==> config.mk <==
export PLATFORM = sky130hd
export DESIGN_NAME = mipsCpuBus
export DESIGN_NICKNAME = d
export VERILOG_FILES = /design/src/logic/mipsPkg.sv /design/src/logic/instrDecoder.sv /design/src/logic/regFile.sv /design/src/logic/alu.sv /design/src/logic/cpuControl.sv /design/src/logic/busMaster.sv /design/src/logic/mipsCpuBus.sv
export VERILOG_INCLUDE_DIRS = /design/src /design/src/include
export SDC_FILE = /design/constraint.sdc
export NUM_CORES = 2
export LEC_CHECK = 0
export ABC_AREA = 0
export ABC_CLOCK_PERIOD_IN_PS = 7370
export BUFFER_PORTS_ARGS = -buffer_cell sky130_fd_sc_hd__buf_2
export CAP_MARGIN = 10
export CELL_PAD_IN_SITES_DETAIL_PLACEMENT = 1
export CELL_PAD_IN_SITES_GLOBAL_PLACEMENT = 1
export CORE_MARGIN = 3
export CORE_UTILIZATION = 35
export DETAILED_ROUTE_END_ITERATION = 16
export GPL_TIMING_DRIVEN = 1
export PLACE_DENSITY_LB_ADDON = 0.1
export SETUP_SLACK_MARGIN = 0.5
export SYNTH_ARGS = -nofsm -noshare
export SYNTH_HDL_FRONTEND = slang
export SYNTH_SLANG_ARGS = --single-unit
==> constraint.sdc <==
create_clock -name clk -period 7.37 [get_ports clk]
set_input_delay 0.3685 -clock clk [delete_from_list [all_inputs] [get_ports clk]]
set_output_delay 0.3685 -clock clk [all_outputs]
set_load 0.01 [all_outputs]
==> src/include/cpu_defs.svh <==
`ifndef CPU_DEFS_SVH
`define CPU_DEFS_SVH

// First fetch address out of reset
`define CPU_RESET_VECTOR 32'hBFC00000
`define CPU_WORD_WIDTH 32
`define CPU_REG_COUNT 32

// Primary opcodes
`define CPU_OP_SPECIAL 6'd0
`define CPU_OP_J 6'd2
`define CPU_OP_BEQ 6'd4
`define CPU_OP_BNE 6'd5
`define CPU_OP_ADDIU 6'd9
`define CPU_OP_SLTI 6'd10
`define CPU_OP_SLTIU 6'd11
`define CPU_OP_ANDI 6'd12
`define CPU_OP_ORI 6'd13
`define CPU_OP_XORI 6'd14
`define CPU_OP_LUI 6'd15
`define CPU_OP_LW 6'd35
`define CPU_OP_SW 6'd43

// Funct codes under SPECIAL
`define CPU_FN_SLL 6'd0
`define CPU_FN_SRL 6'd2
`define CPU_FN_SRA 6'd3
`define CPU_FN_JR 6'd8
`define CPU_FN_ADDU 6'd33
`define CPU_FN_SUBU 6'd35
`define CPU_FN_AND 6'd36
`define CPU_FN_OR 6'd37
`define CPU_FN_XOR 6'd38
`define CPU_FN_SLT 6'd42
`define CPU_FN_SLTU 6'd43

`endif

==> src/logic/mipsPkg.sv <==
`include "cpu_defs.svh"

package mipsPkg;

    // Meaningful widths
    typedef logic [`CPU_WORD_WIDTH-1:0] word_t;
    typedef logic [4:0] regIdx_t;
    typedef logic [4:0] shamt_t;
    typedef logic [15:0] imm_t;
    typedef logic [25:0] target_t;

    // Multicycle sequencer states
    typedef enum logic [2:0] {
        StFetch,
        StDecode,
        StExecute,
        StMemory,
        StWriteback,
        StHalt
    } cpuState_t;

    typedef enum logic [3:0] {
        AluAdd,
        AluSub,
        AluAnd,
        AluOr,
        AluXor,
        AluSlt,
        AluSltu,
        AluSll,
        AluSrl,
        AluSra,
        AluLui
    } aluOp_t;

    // Fields and flags of the instruction being executed
    typedef struct packed {
        regIdx_t rs;
        regIdx_t rt;
        regIdx_t rd;
        shamt_t shamt;
        imm_t imm;
        target_t target;
        logic isRType;
        logic isLoad;
        logic isStore;
        logic isBeq;
        logic isBne;
        logic isJump;
        logic isJr;
        // ANDI/ORI/XORI take the immediate unsigned
        logic zeroExt;
        aluOp_t aluOp;
        // Zero when the instruction writes no register
        regIdx_t dest;
    } decodedInstr_t;

    // Bus request from the sequencer
    typedef struct packed {
        logic read;
        logic write;
        // Data address on the bus instead of the PC
        logic dataPhase;
    } busReq_t;

    // Bus is big-endian, the core works little-endian
    function automatic word_t byteSwap(input word_t w);
        byteSwap = {w[7:0], w[15:8], w[23:16], w[31:24]};
    endfunction

endpackage

==> src/logic/instrDecoder.sv <==
`timescale 1ns/100ps
`include "cpu_defs.svh"

module instrDecoder (
    input logic clk,
    input logic reset,
    input logic capture,
    input mipsPkg::word_t busWord,
    output mipsPkg::decodedInstr_t instr
);

    mipsPkg::word_t instrWord;
    logic [5:0] opcode;
    logic [5:0] funct;

    // Held until the next fetch completes; reset value decodes as a NOP
    always_ff @(posedge clk) begin
        if (reset) begin
            instrWord <= '0;
        end else if (capture) begin
            instrWord <= mipsPkg::byteSwap(busWord);
        end
    end

    assign opcode = instrWord[31:26];
    assign funct = instrWord[5:0];

    always_comb begin
        instr = '0;
        instr.rs = instrWord[25:21];
        instr.rt = instrWord[20:16];
        instr.rd = instrWord[15:11];
        instr.shamt = instrWord[10:6];
        instr.imm = instrWord[15:0];
        instr.target = instrWord[25:0];
        instr.aluOp = mipsPkg::AluAdd;
        // I-type default target is rt
        instr.dest = instrWord[20:16];
        case (opcode)
            `CPU_OP_SPECIAL: begin
                instr.isRType = 1'b1;
                instr.dest = instrWord[15:11];
                case (funct)
                    `CPU_FN_ADDU: instr.aluOp = mipsPkg::AluAdd;
                    `CPU_FN_SUBU: instr.aluOp = mipsPkg::AluSub;
                    `CPU_FN_AND: instr.aluOp = mipsPkg::AluAnd;
                    `CPU_FN_OR: instr.aluOp = mipsPkg::AluOr;
                    `CPU_FN_XOR: instr.aluOp = mipsPkg::AluXor;
                    `CPU_FN_SLT: instr.aluOp = mipsPkg::AluSlt;
                    `CPU_FN_SLTU: instr.aluOp = mipsPkg::AluSltu;
                    `CPU_FN_SLL: instr.aluOp = mipsPkg::AluSll;
                    `CPU_FN_SRL: instr.aluOp = mipsPkg::AluSrl;
                    `CPU_FN_SRA: instr.aluOp = mipsPkg::AluSra;
                    `CPU_FN_JR: begin
                        instr.isJr = 1'b1;
                        instr.dest = '0;
                    end
                    // Unsupported funct runs as a NOP
                    default: instr.dest = '0;
                endcase
            end
            `CPU_OP_ADDIU: instr.aluOp = mipsPkg::AluAdd;
            `CPU_OP_SLTI: instr.aluOp = mipsPkg::AluSlt;
            `CPU_OP_SLTIU: instr.aluOp = mipsPkg::AluSltu;
            `CPU_OP_ANDI: begin
                instr.aluOp = mipsPkg::AluAnd;
                instr.zeroExt = 1'b1;
            end
            `CPU_OP_ORI: begin
                instr.aluOp = mipsPkg::AluOr;
                instr.zeroExt = 1'b1;
            end
            `CPU_OP_XORI: begin
                instr.aluOp = mipsPkg::AluXor;
                instr.zeroExt = 1'b1;
            end
            `CPU_OP_LUI: instr.aluOp = mipsPkg::AluLui;
            `CPU_OP_LW: instr.isLoad = 1'b1;
            `CPU_OP_SW: begin
                instr.isStore = 1'b1;
                instr.dest = '0;
            end
            `CPU_OP_BEQ: begin
                instr.isBeq = 1'b1;
                instr.dest = '0;
            end
            `CPU_OP_BNE: begin
                instr.isBne = 1'b1;
                instr.dest = '0;
            end
            `CPU_OP_J: begin
                instr.isJump = 1'b1;
                instr.dest = '0;
            end
            default: instr.dest = '0;
        endcase
    end

endmodule

==> src/logic/regFile.sv <==
`timescale 1ns/100ps
`include "cpu_defs.svh"

module regFile (
    input logic clk,
    input logic reset,
    input logic writeEn,
    input mipsPkg::regIdx_t writeIdx,
    input mipsPkg::regIdx_t rsIdx,
    input mipsPkg::regIdx_t rtIdx,
    input mipsPkg::word_t writeData,
    output mipsPkg::word_t rsValue,
    output mipsPkg::word_t rtValue,
    output mipsPkg::word_t v0
);

    mipsPkg::word_t regs [`CPU_REG_COUNT];

    // $zero is cleared by reset and never written
    always_ff @(posedge clk) begin
        if (reset) begin
            for (int i = 0; i < `CPU_REG_COUNT; i++) begin
                regs[i] <= '0;
            end
        end else if (writeEn && (writeIdx != '0)) begin
            regs[writeIdx] <= writeData;
        end
    end

    // Asynchronous read ports
    assign rsValue = regs[rsIdx];
    assign rtValue = regs[rtIdx];

    // $v0 is register 2
    assign v0 = regs[2];

endmodule

==> src/logic/alu.sv <==
`timescale 1ns/100ps

module alu (
    input mipsPkg::aluOp_t op,
    input mipsPkg::word_t a,
    input mipsPkg::word_t b,
    input mipsPkg::shamt_t shamt,
    output mipsPkg::word_t result
);

    logic signedLess;
    logic unsignedLess;

    // Compares for the set-less-than pair
    assign signedLess = $signed(a) < $signed(b);
    assign unsignedLess = a < b;

    always_comb begin
        case (op)
            // Both wrap, no overflow trap
            mipsPkg::AluAdd: result = a + b;
            mipsPkg::AluSub: result = a - b;
            mipsPkg::AluAnd: result = a & b;
            mipsPkg::AluOr: result = a | b;
            mipsPkg::AluXor: result = a ^ b;
            mipsPkg::AluSlt: begin
                result = '0;
                result[0] = signedLess;
            end
            mipsPkg::AluSltu: begin
                result = '0;
                result[0] = unsignedLess;
            end
            // Shifts act on b, the rt operand
            mipsPkg::AluSll: result = b << shamt;
            mipsPkg::AluSrl: result = b >> shamt;
            // Arithmetic shift keeps the sign bit
            mipsPkg::AluSra: result = mipsPkg::word_t'($signed(b) >>> shamt);
            // Immediate into the upper half
            mipsPkg::AluLui: result = {b[15:0], 16'h0000};
            default: result = '0;
        endcase
    end

endmodule

==> src/logic/cpuControl.sv <==
`timescale 1ns/100ps
`include "cpu_defs.svh"

module cpuControl (
    input logic clk,
    input logic reset,
    input mipsPkg::decodedInstr_t instr,
    input mipsPkg::word_t rsValue,
    input mipsPkg::word_t rtValue,
    input mipsPkg::word_t aluResult,
    input mipsPkg::word_t loadData,
    input logic waitrequest,
    output logic capture,
    output mipsPkg::busReq_t busReq,
    output mipsPkg::word_t dataAddress,
    output mipsPkg::word_t storeData,
    output mipsPkg::word_t aluA,
    output mipsPkg::word_t aluB,
    output mipsPkg::aluOp_t aluOp,
    output mipsPkg::shamt_t shamt,
    output logic regWrite,
    output mipsPkg::regIdx_t regWriteIdx,
    output mipsPkg::word_t regWriteData,
    output mipsPkg::word_t pc,
    output logic active
);

    mipsPkg::cpuState_t state;
    mipsPkg::word_t immSext;
    mipsPkg::word_t pcPlus4;
    mipsPkg::word_t branchDest;
    mipsPkg::word_t nextPc;
    mipsPkg::word_t jumpTarget;
    mipsPkg::word_t resultReg;
    mipsPkg::word_t loadReg;
    logic delaySlot;
    logic isBranch;
    logic taken;
    logic finish;

    assign immSext = {{16{instr.imm[15]}}, instr.imm};
    assign pcPlus4 = pc + 32'd4;

    // Operand B is rt for R-type, else the extended immediate
    assign aluA = rsValue;
    assign aluB = instr.isRType ? rtValue :
                  (instr.zeroExt ? {16'h0000, instr.imm} : immSext);
    assign aluOp = instr.aluOp;
    assign shamt = instr.shamt;

    // Effective address rs + offset
    assign dataAddress = rsValue + immSext;
    assign storeData = rtValue;

    // Control transfers and their targets
    assign isBranch = instr.isBeq | instr.isBne | instr.isJump | instr.isJr;
    assign taken = instr.isJump | instr.isJr |
                   (instr.isBeq & (rsValue == rtValue)) |
                   (instr.isBne & (rsValue != rtValue));
    always_comb begin
        if (instr.isJr) begin
            branchDest = rsValue;
        end else if (instr.isJump) begin
            branchDest = {pcPlus4[31:28], instr.target, 2'b00};
        end else begin
            branchDest = pcPlus4 + {immSext[29:0], 2'b00};
        end
    end

    // Last cycle of the current instruction
    always_comb begin
        case (state)
            mipsPkg::StExecute: finish = isBranch;
            mipsPkg::StMemory: finish = !waitrequest && instr.isStore;
            mipsPkg::StWriteback: finish = 1'b1;
            default: finish = 1'b0;
        endcase
    end

    // Delay-slot instruction hands over to the pending target
    assign nextPc = delaySlot ? jumpTarget : pcPlus4;

    // Bus strobes held as levels through waitrequest
    assign busReq.read = (state == mipsPkg::StFetch) ||
                         ((state == mipsPkg::StMemory) && instr.isLoad);
    assign busReq.write = (state == mipsPkg::StMemory) && instr.isStore;
    assign busReq.dataPhase = (state == mipsPkg::StMemory);
    assign capture = (state == mipsPkg::StFetch) && !waitrequest;

    assign regWrite = (state == mipsPkg::StWriteback);
    assign regWriteIdx = instr.dest;
    assign regWriteData = instr.isLoad ? loadReg : resultReg;

    assign active = (state != mipsPkg::StHalt);

    always_ff @(posedge clk) begin
        if (reset) begin
            state <= mipsPkg::StFetch;
            pc <= `CPU_RESET_VECTOR;
            delaySlot <= 1'b0;
            jumpTarget <= '0;
        end else begin
            case (state)
                mipsPkg::StFetch: begin
                    if (!waitrequest) begin
                        state <= mipsPkg::StDecode;
                    end
                end
                mipsPkg::StDecode: state <= mipsPkg::StExecute;
                mipsPkg::StExecute: begin
                    if (instr.isLoad || instr.isStore) begin
                        state <= mipsPkg::StMemory;
                    end else if (!isBranch) begin
                        state <= mipsPkg::StWriteback;
                    end
                end
                mipsPkg::StMemory: begin
                    // Store ends here, load goes on to writeback
                    if (!waitrequest && instr.isLoad) begin
                        state <= mipsPkg::StWriteback;
                    end
                end
                default: state <= state;
            endcase
            if (finish) begin
                pc <= nextPc;
                // A taken branch arms the target for after its delay slot
                delaySlot <= (state == mipsPkg::StExecute) && taken;
                if ((state == mipsPkg::StExecute) && taken) begin
                    jumpTarget <= branchDest;
                end
                // Fetch from address 0 means halt
                state <= (nextPc == '0) ? mipsPkg::StHalt : mipsPkg::StFetch;
            end
        end
    end

    // Result and load word kept for writeback
    always_ff @(posedge clk) begin
        if (state == mipsPkg::StExecute) begin
            resultReg <= aluResult;
        end
        if ((state == mipsPkg::StMemory) && !waitrequest) begin
            loadReg <= loadData;
        end
    end

endmodule

==> src/logic/busMaster.sv <==
`timescale 1ns/100ps

module busMaster (
    input mipsPkg::busReq_t busReq,
    input mipsPkg::word_t pc,
    input mipsPkg::word_t dataAddress,
    input mipsPkg::word_t storeData,
    input mipsPkg::word_t readdata,
    output mipsPkg::word_t address,
    output mipsPkg::word_t writedata,
    output mipsPkg::word_t loadData,
    output logic read,
    output logic write,
    output logic [3:0] byteenable
);

    // PC during fetch, effective address during memory
    assign address = busReq.dataPhase ? dataAddress : pc;

    // Strobes follow the sequencer levels
    assign read = busReq.read;
    assign write = busReq.write;

    // Word accesses only
    assign byteenable = 4'b1111;

    // Byte 0 on the bus carries the MSB
    assign writedata = mipsPkg::byteSwap(storeData);
    assign loadData = mipsPkg::byteSwap(readdata);

endmodule

==> src/logic/mipsCpuBus.sv <==
`timescale 1ns/100ps

module mipsCpuBus (
    input logic clk,
    input logic reset,
    output logic active,
    output mipsPkg::word_t register_v0,

    // Avalon-style master
    output mipsPkg::word_t address,
    output logic write,
    output logic read,
    input logic waitrequest,
    output mipsPkg::word_t writedata,
    output logic [3:0] byteenable,
    input mipsPkg::word_t readdata
);

    mipsPkg::decodedInstr_t instr;
    mipsPkg::busReq_t busReq;
    mipsPkg::word_t rsValue;
    mipsPkg::word_t rtValue;
    mipsPkg::word_t aluA;
    mipsPkg::word_t aluB;
    mipsPkg::word_t aluResult;
    mipsPkg::aluOp_t aluOp;
    mipsPkg::shamt_t shamt;
    mipsPkg::word_t loadData;
    mipsPkg::word_t dataAddress;
    mipsPkg::word_t storeData;
    mipsPkg::word_t pc;
    mipsPkg::regIdx_t regWriteIdx;
    mipsPkg::word_t regWriteData;
    logic regWrite;
    logic capture;

    // Instruction word straight off the bus
    instrDecoder decoder_i (
        .clk(clk), .reset(reset), .capture(capture), .busWord(readdata), .instr(instr)
    );

    cpuControl control_i (
        .clk(clk), .reset(reset), .instr(instr),
        .rsValue(rsValue), .rtValue(rtValue), .aluResult(aluResult), .loadData(loadData),
        .waitrequest(waitrequest), .capture(capture), .busReq(busReq),
        .dataAddress(dataAddress), .storeData(storeData),
        .aluA(aluA), .aluB(aluB), .aluOp(aluOp), .shamt(shamt),
        .regWrite(regWrite), .regWriteIdx(regWriteIdx), .regWriteData(regWriteData),
        .pc(pc), .active(active)
    );

    // Register indices come from the held instruction
    regFile regs_i (
        .clk(clk), .reset(reset), .writeEn(regWrite), .writeIdx(regWriteIdx),
        .rsIdx(instr.rs), .rtIdx(instr.rt), .writeData(regWriteData),
        .rsValue(rsValue), .rtValue(rtValue), .v0(register_v0)
    );

    alu alu_i (.op(aluOp), .a(aluA), .b(aluB), .shamt(shamt), .result(aluResult));

    busMaster bus_i (
        .busReq(busReq), .pc(pc), .dataAddress(dataAddress), .storeData(storeData),
        .readdata(readdata), .address(address), .writedata(writedata),
        .loadData(loadData), .read(read), .write(write), .byteenable(byteenable)
    );

endmodule

==> impl_metrics.toml <==
[run_status]
status = "complete, no violations"

[die]
die_area_sq_mm = 0.215
coreArea_sq_mm = 0.208
die_x_um = 464
die_h_um = 464
io_pins = 138
start_util = 0.353
num_rows = 167

[grt]
grt_usage = 0.358
grt_pass1_vias = 63300
antenna_found_initial = 22
grt_max_degree = 92
gr-total-overflow = 0
grt_pass1_wl_mm = 538

[place]
hpwlAfterDp_mm = 267
place_congestion = 0.992
dp_cells = 9564
io_buffers = 133
dpl_cell_area_sq_mm = 0.0795

[yosys]
synthDistinctLibCells = 89
yosys.area_share.xor_xnor = 0.0150
yosys-mux-area-fraction = 0.183
ys_seq_elements = 1198
synthAdderAreaFrac = 0.0292
synthesis.instances = 6780
synth.cell_area_sq_mm = 0.0734
yosys.area_share.simple = 0.126
async_reset_ff_frac = 0
yosys.area.top_type = "edfxtp_1"
synth_common_cells = "nor2_1 (1284), edfxtp_1 (1088), mux2i_1 (694)"
post-synth-top-count-cell = "nor2_1"
synth_edf_count = 1088
synth_top_family_by_area = "multiplexers"
synth_top_area_frac = 0.445
avgSynthCellArea_sq_um = 10.8
synth_ff_type = "edfxtp_1"
yosysWarnings = 0
synth_compound_area_frac = 0.127
yosysSeqAreaShare = 0.475
synth.area.top_cells = "edfxtp_1 (45%), mux2i_1 (9.5%), mux4_2 (8.1%)"

[final_layout]
syn_to_final_growth_pct = 16.6
design_area_sq_mm = 0.0856
fill_cells = 22500
final_layout_size_suffix_gt1_frac = 0.191
fin_nets = 7213
layout.cells.non_filler = 9927

[power_and_ir_drop]
power.leakage_uw = 0.0306
p_sw_frac = 0.483
max-vdd-ir-drop_mv = 0.364
power_frac_seq = 0.230
clkPwrFrac = 0.206
switching_power_uw = 17400
power_frac_comb = 0.564
power_density_mw_per_mm2 = 423
p_total_uw = 36200
p_int_uw = 18700

[setup_path]
cp-start-kind = "flop"
slowest_delay_ps = 760
slowest_stage = "nand4_1"
path_max_fanout = 45
path_cells = "buf_12 > buf_16 > bufbuf_16 > mux4_2 > a22oi_1 > nand4_1 > ha_1 > inv_1 > o21bai_1 > a21oi_1 > o22ai_1 > o31ai_1 > buf_4 > a211oi_1 > a211o_1 > or4_1 > nand3_2 > buf_2"
worstPathRequired_ps = 7000
crit_arrival_ps = 6420
crit_type = "flop to primary output"
end_kind = "primary output"

[detailed_routing]
via_per_inst = 6.46
drtIter0Drc = 8321
drt-total-wl_mm = 397
dr_total_vias = 64100
drc = 0
ant_nets = 0
wire_per_inst_um = 40.0
first_pass_iters = 5

[run]
maxCapViolCount = 0

[clock_network]
root_buffer = "clkbuf_16"
cts_tree = "done"
clockBufferDepth = 3
clock-sinks = 1198
cts_made_buffers = 147
clkTransAtPathRegs_ps = 70
clkLatencyLatePin_ps = 840
h-tree-depth = 4

[timing]
max_clock_freq_mhz = 147
fin_crit_ps = 6790
final-setup-viol-count = 0
post-route-period-util = 0.921
rsz0062_at_grt = "false"
max_slew_margin = 0.226
slew_viol_final = 0
finalClockSkew_ps = 51.6
max_slew.worst_pin.slew_ps = 1150
fin_setup_tns_ps = 0
hold_violations = 0

[worst_hold_path]
hold_path_class = "primary input to flop"
-- final timing paths --
check	start	end	slack, ps	depth (start not counted)
max	flop	address[31]	580	18
min	waitrequest	control_i.state[1]$_SDFFE_PP0P_	170	4
max reg2reg	flop	control_i.resultReg[29]$_DFFE_PP_	730	21
min reg2reg	control_i.jumpTarget[24]$_SDFFE_PP0P_	control_i.jumpTarget[24]$_SDFFE_PP0P_	460	2
-- critical path: cells and delay by family, from the launching register on --
| kind | cells | cell delay (ps) |
|---|---|---|
| AO/OA/AOI/OAI | 7 | 1470 |
| AND/OR/NAND/NOR | 3 | 1340 |
| buffers and inverters | 6 | 1210 |
| adder cells (fa/ha/maj) | 1 | 660 |
| flip-flops | 1 | 470 |
| multiplexers | 1 | 370 |
-- placed cells by master (no fill, tap or decap), types with 39 or more instances in the layout --
cell / count
mux4_2: 264
inv_1: 126
nand2_1: 348
ha_1: 164
buf_4: 428
nand2_2: 62
a22oi_1: 308
buf_2: 132
o22ai_1: 45
xnor2_1: 74
o21ai_0: 172
nand4_1: 39
edfxtp_1: 1088
nor2_1: 1274
nor3_1: 61
dfxtp_1: 96
a21oi_1: 319
o211ai_1: 54
clkbuf_16: 148
xor2_1: 52
a211oi_1: 61
mux2i_1: 662
nand3_1: 142
a21o_1: 47
-- kinds of logic after synthesis --
logic type | count (synthesis)
and+or+nand+nor | 2177
AOI/OAI and AO/OA | 1372
DFF | 1198
muxes | 996
buffers and inverters | 740
adders and majority gates | 169
xor gates and xnor gates | 126
other | 2
-- repair_timing --
item	in CTS	in global routing
setup buffers	24	19
resized for setup	28	23
gates cloned	4	2
endpoints found under the hold margin	87	0
pin swaps	7	6
hold buffers	33	0
setup endpoints to repair	24	14
-- sequential cells by signal, summed over array words and instances (netlist names), named ones only --
name	count
control_i.resultReg	32
control_i.jumpTarget	32
control_i.loadReg	32
control_i.state	3
decoder_i.instrWord	32
control_i.delaySlot	1
control_i.pc	32
regs_i.regs	1024
-- power by group through the flow --
stage	Sequential (uW)	Clock, uW	Combinational (uW)
final	8320	7430	20400
after global placement	8470	0	19400
after detailed placement	8490	0	19400
after global routing	8340	7780	21100
after CTS	8310	7510	19700
after floorplan	8190	0	10400
-- per-layer routing --
metal / global-route usage / part of all wire / vias up / wire length [um]
li1: - / - / 25900 / -
met1: 0.466 / 0.39 / 33400 / 156000
met2: 0.549 / 0.44 / 3799 / 176000
met3: 0.0717 / 0.090 / 1022 / 35900
met4: 0.219 / 0.073 / 6 / 29000
met5: 0 / 0.000088 / - / 35
-- final cells by class --
cell class	count	area (sq um)	area share
multi-input combinational	4877	36400	0.425
sequential	1198	34900	0.408
timing repair buffer	652	5410	0.0632
clock buffer	182	3860	0.0451
tap	2788	3490	0.0408
clock inverter	87	965	0.0113
inverter	133	508	0.00594
antenna	10	25.0	0.000292
-- per-stage QoR --
step                       util  hold WS, ps  worst slack (ps)
after floorplan               -          427              1520
after global placement    0.383          433             -27.6
after detailed placement  0.383          448             -56.4
after CTS                 0.410          103               505
after global routing      0.412          160               476
final                     0.412          165               580
No activity file was read; power rests on OpenSTA's default activity.
